--- config.mk ---
export PLATFORM = sky130hd
export DESIGN_NAME = panel_top
export DESIGN_NICKNAME = d
export VERILOG_FILES = /design/src/source/panel_pkg.sv /design/src/source/step_rate_gen.sv /design/src/source/button_sequencer.sv /design/src/source/run_control.sv /design/src/source/sevenseg_scan.sv /design/src/source/panel_top.sv
export VERILOG_INCLUDE_DIRS = /design/src /design/src/include
export SDC_FILE = /design/constraint.sdc
export NUM_CORES = 1
export LEC_CHECK = 0
export ABC_AREA = 1
export BUFFER_PORTS_ARGS = -buffer_cell sky130_fd_sc_hd__clkbuf_2
export CORE_MARGIN = 2
export CORE_UTILIZATION = 37
export DETAILED_ROUTE_END_ITERATION = 7
export SYNTH_ARGS = -nofsm -noshare
export SYNTH_HDL_FRONTEND = slang
export SYNTH_SLANG_ARGS = --single-unit
--- constraint.sdc ---
create_clock -name clk100 -period 1.9 [get_ports clk100]
set_clock_uncertainty 0.1 [all_clocks]
set_input_delay 0.19 -clock clk100 [delete_from_list [all_inputs] [get_ports clk100]]
set_output_delay 0.19 -clock clk100 [all_outputs]
set_load 0.005 [all_outputs]
--- src/include/panel_consts.svh ---
/*
 * front panel constants
 * debounce length, boot address, display scan rate and step-rate dividers
 */

`ifndef PANEL_CONSTS_SVH
`define PANEL_CONSTS_SVH

`define DEBOUNCE_CYCLES 8          // cycles a button must hold still
`define BOOT_PC         14'h0100   // pc loaded by the boot button
`define SCAN_BITS       4          // 2^SCAN_BITS cycles per display digit

// ----------------------------------------------------------------------
// step rate, one step per 2^n cycles of the free-running counter
`define RATE_COUNT_BITS 23
`define RATE_BITS_SW6   19
`define RATE_BITS_SW5   7
`define RATE_BITS_SW4   6
`define RATE_BITS_SW3   5
`define RATE_BITS_SW2   3
`define RATE_BITS_SW1   2
`define RATE_BITS_SW0   1

`endif

--- src/source/panel_pkg.sv ---
/*
 * front panel types
 * vector widths, run state encoding and the structs passed between blocks
 */

package panel_pkg;

   typedef logic [13:0] pc_t;        // machine program counter
   typedef logic [3:0]  digit_t;     // one hex nibble on the display
   typedef logic [3:0]  button_t;    // 3 reset, 2 boot, 1 halt, 0 continue
   typedef logic [6:0]  rate_sel_t;  // slide switches 6..0

   typedef enum logic [1:0] {
      st_halted,
      st_run,
      st_reset
   } run_state_e;

   // one-cycle control pulses out of the button logic
   typedef struct packed {
      logic reset;
      logic boot;
      logic halt;
      logic cont;
   } panel_ctl_t;

   typedef struct packed {
      pc_t  pc;
      logic machrun;
      logic halted;
   } machine_status_t;

endpackage

--- src/source/step_rate_gen.sv ---
/*
 * step rate generator
 * free-running counter divided down by the highest set slide switch,
 * gives a one-cycle step strobe for the run controller
 */

`timescale 1ns/1ps

`include "panel_consts.svh"

module step_rate_gen (
   input  logic                 clk100,
   input  logic                 rst,
   input  panel_pkg::rate_sel_t rate_sel,
   output logic                 step
);

   localparam int CW = `RATE_COUNT_BITS;

   logic [CW-1:0] slow;
   logic [4:0]    div_bits;   // log2 of the step period
   logic [CW-1:0] mask;

   // ----------------------------------------------------------------------
   // highest switch wins, no switch means a step every cycle
   always_comb begin
      if (rate_sel[6])
         div_bits = 5'(`RATE_BITS_SW6);
      else if (rate_sel[5])
         div_bits = 5'(`RATE_BITS_SW5);
      else if (rate_sel[4])
         div_bits = 5'(`RATE_BITS_SW4);
      else if (rate_sel[3])
         div_bits = 5'(`RATE_BITS_SW3);
      else if (rate_sel[2])
         div_bits = 5'(`RATE_BITS_SW2);
      else if (rate_sel[1])
         div_bits = 5'(`RATE_BITS_SW1);
      else if (rate_sel[0])
         div_bits = 5'(`RATE_BITS_SW0);
      else
         div_bits = 5'd0;
   end

   assign mask = (CW'(1) << div_bits) - CW'(1);   // low bits that must be all ones

   always_ff @(posedge clk100) begin
      if (rst) begin
         slow <= '0;
         step <= 1'b0;
      end else begin
         slow <= slow + 1'b1;
         step <= &(slow | ~mask);   // empty mask gives a constant step
      end
   end

endmodule

--- src/source/button_sequencer.sv ---
/*
 * button sequencer
 * synchronizes and debounces the four panel buttons and turns each press
 * into a single control pulse, reset first, continue last
 */

`timescale 1ns/1ps

`include "panel_consts.svh"

module button_sequencer (
   input  logic                  clk100,
   input  logic                  rst,
   input  panel_pkg::button_t    button,
   output panel_pkg::panel_ctl_t ctl
);

   localparam int CNT_W = $clog2(`DEBOUNCE_CYCLES + 1);
   localparam logic [CNT_W-1:0] CNT_LAST = CNT_W'(`DEBOUNCE_CYCLES - 1);

   panel_pkg::button_t sync_a;
   panel_pkg::button_t sync_b;
   panel_pkg::button_t level;     // debounced button level
   panel_pkg::button_t level_q;
   panel_pkg::button_t rise;
   logic [CNT_W-1:0]   stable_cnt [4];

   // ----------------------------------------------------------------------
   // two-flop synchronizer, buttons are asynchronous to clk100
   always_ff @(posedge clk100) begin
      if (rst) begin
         sync_a <= '0;
         sync_b <= '0;
      end else begin
         sync_a <= button;
         sync_b <= sync_a;
      end
   end

   // ----------------------------------------------------------------------
   // level only follows the input after it differs for DEBOUNCE_CYCLES
   always_ff @(posedge clk100) begin
      if (rst) begin
         level   <= '0;
         level_q <= '0;
         for (int i = 0; i < 4; i++)
            stable_cnt[i] <= '0;
      end else begin
         level_q <= level;
         for (int i = 0; i < 4; i++) begin
            if (sync_b[i] == level[i]) begin
               stable_cnt[i] <= '0;             // bounce restarts the count
            end else if (stable_cnt[i] == CNT_LAST) begin
               level[i]      <= sync_b[i];
               stable_cnt[i] <= '0;
            end else begin
               stable_cnt[i] <= stable_cnt[i] + 1'b1;
            end
         end
      end
   end

   assign rise = level & ~level_q;   // press edge, one cycle long

   // a lower priority press in the same cycle is dropped
   always_comb begin
      ctl = '0;
      if (rise[3])
         ctl.reset = 1'b1;
      else if (rise[2])
         ctl.boot = 1'b1;
      else if (rise[1])
         ctl.halt = 1'b1;
      else if (rise[0])
         ctl.cont = 1'b1;
   end

   // at most one pulse at a time, and no pulse is held for two cycles
   a_ctl_pulse: assert property (@(posedge clk100) disable iff (rst)
      $onehot0(ctl) && ((ctl & $past(ctl)) == '0));

endmodule

--- src/source/run_control.sv ---
/*
 * run controller
 * run/halt state machine driven by the panel pulses, advances the pc
 * on every step strobe while running
 */

`timescale 1ns/1ps

`include "panel_consts.svh"

module run_control (
   input  logic                       clk100,
   input  logic                       rst,
   input  logic                       step,
   input  panel_pkg::panel_ctl_t      ctl,
   output panel_pkg::machine_status_t status
);

   panel_pkg::run_state_e state;
   panel_pkg::pc_t        pc;

   // ----------------------------------------------------------------------
   // panel pulses take priority over the current state
   always_ff @(posedge clk100) begin
      if (rst) begin
         state <= panel_pkg::st_halted;
         pc    <= '0;
      end else if (ctl.reset) begin
         state <= panel_pkg::st_reset;
         pc    <= '0;
      end else if (ctl.boot) begin
         state <= panel_pkg::st_run;
         pc    <= `BOOT_PC;
      end else if (ctl.halt) begin
         state <= panel_pkg::st_halted;
      end else begin
         case (state)
            panel_pkg::st_reset:
               state <= panel_pkg::st_halted;   // single cycle
            panel_pkg::st_run:
               if (step)
                  pc <= pc + 1'b1;              // wraps at 14 bits
            panel_pkg::st_halted:
               if (ctl.cont)
                  state <= panel_pkg::st_run;
            default:
               state <= panel_pkg::st_halted;
         endcase
      end
   end

   always_comb begin
      status.pc      = pc;
      status.machrun = (state == panel_pkg::st_run);
      status.halted  = (state == panel_pkg::st_halted);
   end

   // a halted machine keeps its pc, also on the cycle it enters halt
   a_halt_pc: assert property (@(posedge clk100) disable iff (rst)
      state == panel_pkg::st_halted |-> $stable(pc));

endmodule

--- src/source/sevenseg_scan.sv ---
/*
 * seven-segment scanner
 * shows the pc as four hex digits, dots flag run and halt
 */

`timescale 1ns/1ps

`include "panel_consts.svh"

module sevenseg_scan (
   input  logic                       clk100,
   input  logic                       rst,
   input  panel_pkg::machine_status_t status,
   output logic [7:0]                 sevenseg,
   output logic [3:0]                 sevenseg_an
);

   localparam int SCAN_W = `SCAN_BITS + 2;

   logic [SCAN_W-1:0] scan_cnt;
   logic [1:0]        sel;        // digit being driven
   panel_pkg::digit_t nibble;
   logic [6:0]        seg;        // active low, bit 0 is segment a
   logic              dp_on;

   always_ff @(posedge clk100) begin
      if (rst)
         scan_cnt <= '0;
      else
         scan_cnt <= scan_cnt + 1'b1;
   end

   assign sel = scan_cnt[SCAN_W-1 -: 2];

   always_comb begin
      case (sel)
         2'd0: nibble = status.pc[3:0];
         2'd1: nibble = status.pc[7:4];
         2'd2: nibble = status.pc[11:8];
         default: nibble = {2'b00, status.pc[13:12]};
      endcase
   end

   // ----------------------------------------------------------------------
   // hex decode, segments gfedcba active low
   always_comb begin
      case (nibble)
         4'h0: seg = 7'h40;
         4'h1: seg = 7'h79;
         4'h2: seg = 7'h24;
         4'h3: seg = 7'h30;
         4'h4: seg = 7'h19;
         4'h5: seg = 7'h12;
         4'h6: seg = 7'h02;
         4'h7: seg = 7'h78;
         4'h8: seg = 7'h00;
         4'h9: seg = 7'h10;
         4'ha: seg = 7'h08;
         4'hb: seg = 7'h03;
         4'hc: seg = 7'h46;
         4'hd: seg = 7'h21;
         4'he: seg = 7'h06;
         default: seg = 7'h0e;
      endcase
   end

   assign dp_on = (sel == 2'd0 && status.machrun) || (sel == 2'd1 && status.halted);

   assign sevenseg    = {~dp_on, seg};
   assign sevenseg_an = ~(4'b0001 << sel);

   // one anode low, and it only ever moves on to the next digit
   a_anode_scan: assert property (@(posedge clk100) disable iff (rst)
      $onehot(~sevenseg_an) &&
      (!$changed(sevenseg_an) ||
       sevenseg_an == {$past(sevenseg_an[2:0]), $past(sevenseg_an[3])}));

endmodule

--- src/source/panel_top.sv ---
/*
 * front panel top
 * buttons and slide switches in, run controller, display and leds out
 */

`timescale 1ns/1ps

module panel_top (
   input  logic               clk100,
   input  logic               rst,
   input  panel_pkg::button_t button,
   input  logic [7:0]         slideswitch,   // bit 7 not used here
   output logic [7:0]         led,
   output logic [7:0]         sevenseg,
   output logic [3:0]         sevenseg_an
);

   logic                       step;
   panel_pkg::panel_ctl_t      ctl;
   panel_pkg::machine_status_t status;

   // ----------------------------------------------------------------------
   step_rate_gen u_rate (
      .clk100   (clk100),
      .rst      (rst),
      .rate_sel (slideswitch[6:0]),
      .step     (step)
   );

   button_sequencer u_buttons (
      .clk100 (clk100),
      .rst    (rst),
      .button (button),
      .ctl    (ctl)
   );

   run_control u_run (
      .clk100 (clk100),
      .rst    (rst),
      .step   (step),
      .ctl    (ctl),
      .status (status)
   );

   sevenseg_scan u_scan (
      .clk100      (clk100),
      .rst         (rst),
      .status      (status),
      .sevenseg    (sevenseg),
      .sevenseg_an (sevenseg_an)
   );

   assign led[0]   = status.machrun;
   assign led[1]   = status.halted;
   assign led[2]   = step;              // flickers at fast rates
   assign led[7:3] = status.pc[13:9];

endmodule

* Word-level counts from Yosys, hierarchy flattened
Memory sizes are Yosys's and may differ from the RTL's. Index checks and enable logic that the tools add are counted.
Storage, ports and cells: bits in registers 62, bits in writable memories 16, bits in read-only memories 112, bits of input ports 14, output and inout bits 20, logic and storage cells 165, memories kept 2
Cells by class: add/subtract/negate cells 8, eq/ne operators 16, shift-type cells 2, mux-type cells 82, bitwise logic cells 23, reduce and logical (&&, ||, !) cells 18
Memory list:
- (name not given) | words 16, bits a word 7, read ports 1, clocked after Yosys merged registers in 0, wr ports 0, line sevenseg_scan.sv:47 | case (nibble)
- u_buttons.stable_cnt | words 4, bits a word 4, read ports 4, clocked after Yosys merged registers in 0, wr ports 4, line button_sequencer.sv:26 | logic [CNT_W-1:0] stable_cnt [4];
Operators with widths (number):
- $mux 1 | 52
- $mux 4 | 12
- $mux 9 | 4
- $mux 5 | 6
- $add 23x1->23 const B | 1
- $not 23->23 | 1
- $or 23x23->23 | 1
- $reduce_and 23->1 | 1
- $shl 1x5->23 const A | 1
- $sub 23x2->23 const B | 1
- $add 4x1->4 const B | 4
- $eq 4x3->1 const B | 4
- $add 14x1->14 const B | 1
- $or 1x1->1 | 12
- $pmux 4 s3 | 1
- $reduce_and 2->1 | 6
- $mux 2 | 5
- $ne 4x4->1 const B | 2
- $not 4->4 | 2
- $add 6x1->6 const B | 1
- $not 1->1 | 6
- $reduce_and 3->1 | 2
- $ne 5x5->1 const B | 1
- $and 4x4->4 | 1
- 14 further kinds | 21

* Longest topological paths before layout
Gate-level depths: netlist of the first run.
depth in word-level cells 12, depth in mapped cells 13, mapped depth without buffers 13

* Cells and area by module
Synthesis of the first run repeated with hierarchy kept, for this count alone.
Second synthesis, totals: cells, all modules 591, area total of the unflattened synthesis 4362.9 um^2
Modules (own cells, without submodules):
- step_rate_gen | instances 1, cells an instance 198, area an instance 1401.3 um^2
- button_sequencer | instances 1, cells an instance 155, area an instance 1396.3 um^2
- run_control | instances 1, cells an instance 132, area an instance 884.6 um^2
- sevenseg_scan | instances 1, cells an instance 105, area an instance 673.1 um^2
- panel_top | instances 1, cells an instance 1, area an instance 7.5 um^2

* Least setup slack after synthesis of the first run
No wires, ideal clock.
kind reg-to-output, from register u_scan.scan_cnt[5], to output sevenseg[0], arrival time 1511 ps, required time 1610 ps, path slack 99 ps, cell stages (with the launch flop) 12, cell sequence dfxtp_1 inv_2 nor2_4 nand2_1 nand3_1 o21ai_2 inv_1 ha_1 inv_1 nor2_1 nor2_1 a32oi_1
On the way: cells in the longest elaborated chain, start to end 3, elaborated cells on any way between the ends 5, those cells by class eq/ne: 2; mux: 1; reduce/logical: 1; memory: 1
RTL lines:
- start: declaration | line sevenseg_scan.sv:20 | logic [SCAN_W-1:0] scan_cnt;
- start signal: assignment | line sevenseg_scan.sv:30 | scan_cnt <= scan_cnt + 1'b1;
- $eq 2x2->1, or another cell as far along | line sevenseg_scan.sv:36 | case (sel)
- $pmux 4 s3 * | line sevenseg_scan.sv:36
- $mem_v2 16x7 *
- end: declaration | line panel_top.sv:14 | output logic [7:0] sevenseg,
Every way passes the cells marked *; elsewhere a longest branch is shown, timed or not.

* Final worst setup path of the first run
from register u_scan.scan_cnt[5], to output sevenseg[1]
Same word-level chain as after synthesis.

==> impl_results.md, run 1 <==
* 1st-iter DRT viols at 197
* Tmin final at 2230 ps
* Cells along the critical path: inv_4, nand2_4, o211ai_1, o21ai_2, inv_2, ha_1, o31ai_2, clkbuf_2
* Layout cell share with drive strength beyond 1 at 19.6%
* Part of the cycle the worst path needs at 118%
* Mux cell area share after synthesis at 0%
* TNS Setup at -2070 ps
* Maximum clock insertion buffer count at 2
* DR pass1 iterations at 4
* Crit path from: u_scan.scan_cnt[5]
* Synth-to-Final Area Change at 19.2%
* Pwr Total at 3.14 mW
* WL final at 8050 um
* CP Capture Type: primary output
* Status: finished, violations left
* DR vias at 3465
* Vias in the first global route at 3397
* CP arrival at 1940 ps
* Max Slew Vio Count at 0
* Number of routed nets with antenna violations at 0
* EDFF count, synth at 16
* Min-delay src: rst
* Maximum capacitance violations at 0
* Unrepaired setup endpoints after global routing: true
* Die Y at 109 um
* Crit-path max cell delay at 370 ps
* Largest family of logic cells by synthesized area: simple AND/OR/NAND/NOR gates
* Maximum vdd ir drop at 0.341 mV
* H-tree Lvls at 3
* Synth Register Bits at 78
* I/O Pins at 34
* CTS sink cnt at 78
* Cell Area, Synth at 4100 um^2
* Die width at 109 um
* # setup viols final at 7
* Num CTS Buffers at 9
* CP Launch Type: register
* CTS root buffer: clkbuf_8
* Required @ worst endpoint at 1610 ps
* Hpwl dp at 6020 um
* CP top delay family: compound AO/OA/AOI/OAI gates
* Initial antenna violation count at 0
* Placer Congestion at 0.829
* Starting Density at 37.8%
* Hold WC Path Type: in2reg
* Synth Area in XOR/XNOR at 2.56%
* Slowest CP cell: dfxtp_4
* Compound-Gate Fraction of Synth Area at 12.3%
* Row cnt at 38
* Simple-gate share of the synthesized area at 29.3%
* Crit Reg-Reg Startpoint: u_run.pc[0]
* Synth Area in Adders at 4.27%
* DIE AREA at 11900 um^2
* Crit path max fanout at 6
* Distinct cells, synth at 45
* Violations in the final reports: negative setup slack
* First-pass GRT wire length at 14000 um
* GRT Residual Overflow at 0
* Core ar. at 10800 um^2
* Fmax at 0.447 GHz
* Antenna fix cells at 0
* Syn avg cell area at 7.67 um^2
* Global router's overall resource usage at 14.7%
* Post-synthesis sequential area ratio at 42.0%
* Power density over cell area at 642 nW/um^2
* WS Path Type: reg2out
* Hold Slack at 118 ps
* Largest net degree at the start of global routing at 32
* DRC viols at 0
* CTS tree: done
* Worst-skew pair later-pin latency at 350 ps
* Final hold violation count at 0
* Register clock-pin slew on the reported worst setup and hold paths at 70 ps
* Synth Instances at 535
* Static leakage at 2.04 nW
* Count of input and output buffers at 32
* Buf+Inv Stages, Crit Path at 3
* Yosys warns at 0
* Prevailing post-synth register cell: dfxtp_1
* WL/cell at 10.7 um
* DR vias/cell at 4.61
* Final Worst Setup Slack at -335 ps
* Nets at 635
* Ys async rst share at 0%
per-stage QoR:
stage	util, %	std cells	cell area, um^2	worst slack [ps]
after floorplan	-	550	4160	99.4
after global placement	42.0	727	4550	-39.9
after detailed placement	42.0	727	4550	-88.6
after CTS	44.8	751	4850	-342
after global routing	45.1	752	4890	-519
final	45.1	752	4890	-335
registers in the layout (all words and copies together), names as in the netlist:
signal,flops
u_scan.scan_cnt,6
u_buttons.level,4
u_rate.step,1
u_run.state,2
u_buttons.sync_a,4
u_buttons.stable_cnt,16
u_buttons.sync_b,4
u_buttons.level_q,4
u_run.pc,14
u_rate.slow,23
worst register-to-register path, cell delays in order (launching register included):
cell     delay (ps)
dfxtp_1         400
ha_1            220
inv_1            60
nor3_1          340
nand3_1         160
xor2_1          200
a21oi_1          90
cell usage in the layout (no fill, tap or decap), types with 4 or more instances in the layout:
cell and count:
nor3_1 13, ha_1 10, nand3_1 24, nor2_4 8, conb_1 16, inv_1 72, clkbuf_2 30, xor2_1 10
o21ai_0 27, edfxtp_1 16, clkbuf_8 10, nand4_1 6, nor2_1 78, a21oi_1 39, nand2_2 6, inv_2 7
o21a_1 4, buf_4 22, nand2_1 86, dfxtp_1 60, dlygate4sd3_1 4, o21ai_1 5, nor2_2 5, nor3b_1 4
layout make-up:
class	count	area [um^2]
Fill cell	1094	5950
Clock buffer	12	145
Clock inverter	4	46.3
Tap cell	140	175
Sequential cell	78	1730
Timing Repair Buffer	59	377
Inverter	81	312
Multi-Input combinational cell	378	2100
metal layers:
metal  routed length [um]  global-route usage (%)  up-vias
met1                 3830                    17.2     1542
met5                    0                       0        -
li1                     -                       -     1856
met2                 3790                    25.7       55
met4                  125                    5.88        0
met3                  306                    3.68       12
cell usage after synthesis (2+ instances only):
| library cell | count | area, um^2 |
|---|---|---|
| nor3_1 | 13 | 65.1 |
| buf_4 | 8 | 60.1 |
| nand3_4 | 2 | 35.0 |
| inv_2 | 6 | 22.5 |
| nor2_1 | 81 | 304 |
| o211ai_1 | 2 | 15.0 |
| o21ai_2 | 2 | 17.5 |
| nand3_2 | 2 | 20.0 |
| edfxtp_1 | 16 | 480 |
| buf_2 | 2 | 10.0 |
| clkbuf_1 | 3 | 11.3 |
| nor3_2 | 2 | 20.0 |
| nand4_1 | 6 | 37.5 |
| nand3b_1 | 3 | 22.5 |
| a21oi_1 | 39 | 195 |
| nor2_4 | 7 | 78.8 |
| ha_1 | 14 | 175 |
| a31oi_1 | 2 | 12.5 |
| nand3_1 | 25 | 125 |
| xor2_1 | 10 | 87.6 |
| nor2_2 | 3 | 18.8 |
| nand2_2 | 5 | 31.3 |
| nand2_1 | 88 | 330 |
| nor3b_1 | 4 | 30.0 |
| inv_1 | 74 | 278 |
| xnor2_1 | 2 | 17.5 |
| o21ai_1 | 2 | 10.0 |
| a32oi_1 | 2 | 17.5 |
| dfxtp_1 | 62 | 1240 |
| o21a_1 | 4 | 30.0 |
| o21ai_0 | 30 | 150 |
power breakdown:
| part | leakage, nW | switching (mW) | internal, mW | total [mW] |
|---|---|---|---|---|
| clock network | 0.0940 | 0.592 | 0.638 | 1.23 |
| logic | 1.28 | 0.0988 | 0.0648 | 0.164 |
| registers | 0.669 | 0.0241 | 1.72 | 1.75 |
| total | 2.04 | 0.715 | 2.43 | 3.14 |
timing repair:
| item | CTS | global route |
|---|---|---|
| hold endpoints to repair | 4 | 0 |
| setup buffers | 4 | 1 |
| endpoints found under the setup margin | 7 | 7 |
| pin swaps | 9 | 2 |
| hold buffers | 4 | 0 |
| gates resized for setup | 18 | 9 |
cells by family after synthesis:
logic type,Yosys count
other cells,1
simple gates,247
buf+inv,94
compound gates,89
flops,78
xor+xnor,12
fa+ha+maj,14
final timing paths:
check / end / slack (ps) / cells past startpoint
setup reg to reg: u_run.pc[8] / 230 / 6
setup / recovery: sevenseg[1] / -330 / 8
hold reg to reg: u_buttons.sync_b[0] / 310 / 2
hold / removal: u_rate.slow[22] / 120 / 4
(Power assumes the default switching activity.)
==> run 2, diff against run 1 <==
==> constraint.sdc (replaced) <==
create_clock -name clk100 -period 1.9 [get_ports clk100]
set_clock_uncertainty 0.1 [all_clocks]
set_input_delay 0.095 -clock clk100 [delete_from_list [all_inputs] [get_ports clk100]]
set_output_delay 0.095 -clock clk100 [all_outputs]
set_load 0.005 [all_outputs]
==> impl_results.md, run 2 (synthesized netlist as in run 1, its figures left out) <==
* Status: finished, violations left
* Violations in the final reports: negative setup slack
* Most used routing layer: met2
* Pwr Total at 3.38 mW (+7.5%)
* CP endpoint: sevenseg[5]
* Global-route track usage on met2 at 26.2% (+0.53 points)
* CTS tree: done
* Die Y at 109 um (unchanged)
* GRT Residual Overflow at 0 (unchanged)
* Num CTS Buffers at 9 (unchanged)
* Cells along the critical path: o21ai_0, nand3_2, o21ai_4, inv_2, buf_4, ha_4, nand2_4, o21ai_2, nand2_1, o21ai_1, buf_2
* Commonest non-fill, non-tap cell in the layout: nand2_1
* WL final at 8350 um (+3.7%)
* Nets at 633 (-0.31%)
* Initial antenna violation count at 0 (unchanged)
* CP arrival at 1940 ps (about the same)
* Area of the multi-input gates at 2160 um^2 (+2.5%)
* Max Slew Vio Count at 0 (unchanged)
* CTS root buffer: clkbuf_8
* DR pass1 iterations at 4 (unchanged)
* WS Path Type: reg2out
* Place WS at -32.1 ps (+56.5 ps)
* Hpwl dp at 6060 um (+0.56%)
* CP Launch Type: register
* Vias in the first global route at 3339 (-1.7%)
* WL/cell at 11.1 um (+4.0%)
* DRC viols at 0 (unchanged)
* Required @ worst endpoint at 1700 ps (+90 ps)
* GR met3 Demand/Resource at 3.73% (+0.059 points)
* Maximum clock insertion buffer count at 2 (unchanged)
* Final Worst Setup Slack at -237 ps (+97.8 ps)
* Max reg flops at 23 (unchanged)
* First-pass GRT wire length at 14300 um (+2.6%)
* Crit path from: u_scan.scan_cnt[5]
* Crit path max fanout at 6 (unchanged)
* Storage cell area at 1730 um^2 (unchanged)
* I/O Pins at 34 (unchanged)
* Largest net degree at the start of global routing at 32 (unchanged)
* Met1 Usage GRT at 18.1% (+0.97 points)
* Static leakage at 2.08 nW (+1.7%)
* Placer Congestion at 0.825 (-0.52%)
* Core ar. at 10800 um^2 (unchanged)
* Power density over cell area at 678 nW/um^2 (+5.6%)
* Starting Density at 37.8% (unchanged)
* 1st-iter DRT viols at 154 (-22%)
* Unrepaired setup endpoints after global routing: true
* Worst path depth at 11 (+3)
* Largest regs: u_rate.slow: 23 flops, u_buttons.stable_cnt: 16 flops, u_run.pc: 14 flops
* Layout cell share with drive strength beyond 1 at 19.7% (+0.064 points)
* H-tree Lvls at 3 (unchanged)
* FF-to-FF setup slack at 200 ps (-30 ps)
* CP Capture Type: primary output
* CTS sink cnt at 78 (unchanged)
* Register clock-pin slew on the reported worst setup and hold paths at 70 ps (about the same)
* Most frequent cells in the layout: 84 x nand2_1, 78 x nor2_1, 72 x inv_1, 60 x dfxtp_1, 39 x a21oi_1
* Hold Slack at 31.1 ps (-87.3 ps)
* Global router's overall resource usage at 15.2% (+0.53 points)
* Crit-path max cell delay at 380 ps (about the same)
* DR vias at 3520 (+1.6%)
* DR vias/cell at 4.69 (+1.9%)
* DIE AREA at 11900 um^2 (unchanged)
* Worst r2r dst: u_rate.slow[22]
* Top reg by flops: u_rate.slow
* R2r worst-path depth at 12 (+6)
* Buf+Inv Stages, Crit Path at 3 (unchanged)
* Number of routed nets with antenna violations at 0 (unchanged)
* Crit Reg-Reg Startpoint: u_rate.slow[1]
* Slowest CP cell: dfxtp_4
* Maximum vdd ir drop at 0.380 mV (+12%)
* Min-delay src: rst
* Synth-to-Final Area Change at 21.3%
* Worst-skew pair later-pin latency at 350 ps (about the same)
* Fmax at 0.468 GHz (+4.6%)
* Part of the cycle the worst path needs at 112% (-5.1 points)
* Count of input and output buffers at 32 (unchanged)
* Final hold violation count at 0 (unchanged)
* # setup viols final at 7 (unchanged)
* Fill count at 1107 (+1.2%)
* Maximum capacitance violations at 0 (unchanged)
* Hold WC Path Type: in2reg
* Fin util at 45.9% (+0.82 points)
* Tmin final at 2140 ps (-97.8 ps)
* Antenna fix cells at 0 (unchanged)
* Row cnt at 38 (unchanged)
* CP top delay family: compound AO/OA/AOI/OAI gates
* Die width at 109 um (unchanged)
[run 2: changes by cell type in the layout (fill, tap and decap cells not counted), sizes merged]
cell,delta
clkinvlp,-1
bufinv,+2
buf,+2
clkbuf,-5
[run 2: repair_timing]
item	CTS	global route
hold buffers	4	0
buffers inserted	5	2
hold endpoints to repair	4	0
resized for setup	24	16
gates cloned	0	0
pin swaps	6	9
setup endpoints to repair	7	7
[run 2: power by group]
group          internal [mW]  switching, mW
Sequential              1.72         0.0240
Combinational         0.0661          0.100
Clock                  0.865          0.597
Total                   2.65          0.721
[run 2: cell type report]
| type | instances | share of cell area [%] |
|---|---|---|
| multi-input combinational | 378 | 43.3 |
| timing repair buffer | 57 | 7.44 |
| inverter | 81 | 6.36 |
| clock inverter | 5 | 1.96 |
| sequential | 78 | 34.7 |
| tap | 140 | 3.52 |
| clock buffer | 11 | 2.64 |
[run 2: worst register-to-register path: cells and delay by family (launching register included)]
family | cells | cell delay (ps)
adders and majority gates | 1 | 180
and+or+nand+nor | 10 | 840
DFF | 1 | 370
buffers and inverters | 1 | 90
[run 2: layer usage]
layer	part of all wire (%)	wire length (um)
met5	0	0
met4	1.8	153
met3	3.9	329
met2	48	3980
met1	47	3890
[run 2: through the flow]
stage | cells | area, um^2 | setup TNS (ps)
final | 750 | 4980 | -1510
after global routing | 750 | 4980 | -2360
after CTS | 748 | 4910 | -1500
after detailed placement | 723 | 4520 | -75.8
after global placement | 723 | 4520 | 0
after floorplan | 550 | 4160 | 0
[run 2: worst min path at each step]
stage                          endpoint  slack [ps]  cells past startpoint
floorplan           u_buttons.sync_a[0]         100                      2
global placement    u_buttons.sync_a[0]         190                      3
detailed placement  u_buttons.sync_a[0]         200                      3
CTS                      u_run.state[0]          20                      4
global route                u_run.pc[8]          60                      4
finish                      u_run.pc[8]          30                      4
==> run 3, diff against run 2 <==
CORE_ASPECT_RATIO = 0.6   (was default)
==> impl_results.md, run 3 (synthesized netlist as in run 1, its figures left out) <==
* Status: finished, violations left
* Violations in the final reports: negative setup slack
* Final hold violation count at 0 (unchanged)
* Placer Congestion at 0.886 (+7.4%)
* Core ar. at 10700 um^2 (-1.6%)
* CP Launch Type: register
* Layout cell share with drive strength beyond 1 at 20.7% (+0.98 points)
* Maximum clock insertion buffer count at 2 (unchanged)
* Nets at 638 (+0.79%)
* Row cnt at 29 (-24%)
* Antenna fix cells at 0 (unchanged)
* TNS Setup at -1180 ps (+324 ps)
* Synth-to-Final Area Change at 23.6%
* H-tree Lvls at 3 (unchanged)
* CP arrival at 1920 ps (-20 ps)
* Maximum vdd ir drop at 0.422 mV (+11%)
* First-pass GRT wire length at 14800 um (+3.0%)
* Power density over cell area at 702 nW/um^2 (+3.6%)
* Unrepaired setup endpoints after global routing: true
* # setup viols final at 7 (unchanged)
* Commonest non-fill, non-tap cell in the layout: nand2_1
* GRT Residual Overflow at 0 (unchanged)
* Worst-skew pair later-pin latency at 330 ps (-20 ps)
* Part of the cycle the worst path needs at 111% (-1.1 points)
* Hold WC Path Type: in2reg
* Count of input and output buffers at 32 (unchanged)
* CP Capture Type: primary output
* Maximum capacitance violations at 0 (unchanged)
* Placed cell areas at 4540 um^2 (+0.47%)
* Post-Place Cells at 725 (+0.28%)
* CTS tree: done
* Die width at 140 um (+28%)
* Largest net degree at the start of global routing at 32 (unchanged)
* Largest regs: u_rate.slow: 23 flops, u_buttons.stable_cnt: 16 flops, u_run.pc: 14 flops
* Cells along the critical path: inv_4, nor2_4, nand2_1, nand3_1, o21ai_2, buf_4, ha_4, nand2_1, a32oi_2, buf_2
* Static leakage at 2.13 nW (+2.3%)
* DR vias at 3509 (-0.31%)
* Fmax at 0.472 GHz (+0.95%)
* Crit-path max cell delay at 390 ps (about the same)
* WL/cell at 11.3 um (+1.5%)
* DR pass1 iterations at 5 (+1)
* Num CTS Buffers at 9 (unchanged)
* Finished Layout Cells at 754 (+0.53%)
* Most frequent cells in the layout: 84 x nand2_1, 78 x nor2_1, 72 x inv_1, 59 x dfxtp_1, 39 x a21oi_1
* Global router's overall resource usage at 15.2% (+0.036 points)
* Crit path max fanout at 6 (unchanged)
* FF-to-FF setup slack at 160 ps (-40 ps)
* Slowest CP cell: dfxtp_4
* WL final at 8520 um (+2.0%)
* CTS sink cnt at 78 (unchanged)
* Crit-path most repeated cell: nand2_1
* Hpwl dp at 6360 um (+5.0%)
* Final Worst Setup Slack at -217 ps (+20.1 ps)
* Fill count at 1049 (-5.2%)
* Number of routed nets with antenna violations at 0 (unchanged)
* DIE AREA at 12000 um^2 (+0.23%)
* Register clock-pin slew on the reported worst setup and hold paths at 50 ps (-20 ps)
* Vias in the first global route at 3272 (-2.0%)
* Max reg flops at 23 (unchanged)
* I/O Pins at 34 (unchanged)
* Die Y at 85.6 um (-22%)
* WS Path Type: reg2out
* Max Slew Vio Count at 0 (unchanged)
* Initial antenna violation count at 0 (unchanged)
* Starting Density at 38.5% (+0.61 points)
* DR vias/cell at 4.65 (-0.84%)
* Required @ worst endpoint at 1700 ps (about the same)
* Tmin final at 2120 ps (-20.1 ps)
* CTS root buffer: clkbuf_16
* DRC viols at 0 (unchanged)
* Top reg by flops: u_rate.slow
* Final instance area at 5070 um^2 (+1.9%)
* 1st-iter DRT viols at 129 (-16%)
## run 3: power breakdown
part | total (mW) | internal [mW] | switching, mW
Sequential | 1.75 | 1.73 | 0.0248
Clock | 1.64 | 1.03 | 0.613
Combinational | 0.168 | 0.0675 | 0.100
## run 3: stage by stage
step / hold WS [ps] / power (mW) / util, % / setup slack (ps)
2_1_floorplan: 102 / 1.89 / - / 194
3_3_place_gp: 192 / 1.94 / 42.6 / 19.8
3_5_place_dp: 195 / 1.95 / 42.6 / -74.1
4_1_cts: 77.8 / 3.62 / 46.5 / -195
5_1_grt: 103 / 3.73 / 47.5 / -332
6_report: 91.3 / 3.56 / 47.5 / -217
## run 3: timing repair
item / in CTS / in global routing
gates cloned: 0 / 0
hold buffers: 4 / 0
buffers inserted: 3 / 6
pin swaps: 8 / 9
endpoints found under the setup margin: 7 / 7
resized for setup: 21 / 16
endpoints found under the hold margin: 4 / 0
## run 3: final timing paths
path / from / endpoint / cells past startpoint
worst min register to register: u_buttons.sync_a[0] / u_buttons.sync_b[0] / 2
worst min-delay path: slideswitch[6] / u_rate.step / 6
worst max-delay path: u_scan.scan_cnt[5] / sevenseg[3] / 10
worst max register to register: u_rate.slow[1] / u_rate.slow[20] / 8
## run 3: critical path: cells and delay by family, from the launching register on
family          cells  cell delay (ps)
compound gates      2              240
buf+inv             3              340
fa+ha+maj           1              270
simple gates        4              350
flops               1              390
## run 3: layout make-up
type / instances / area (um^2) / share of cell area [%]
Timing Repair Buffer: 62 / 408 / 8.05
Sequential cell: 78 / 1730 / 34.1
Multi-Input combinational cell: 378 / 2150 / 42.3
Clock buffer: 16 / 292 / 5.75
Tap cell: 139 / 174 / 3.43
Inverter: 81 / 319 / 6.29
## run 3: metal layers
layer / track usage (%) / part of all wire (%) / vias to the layer above
li1: - / - / 1864
met1: 21.7 / 54 / 1580
met2: 22.0 / 40 / 53
met3: 4.69 / 4.3 / 12
met4: 5.36 / 1.7 / 0
met5: 0 / 0 / -
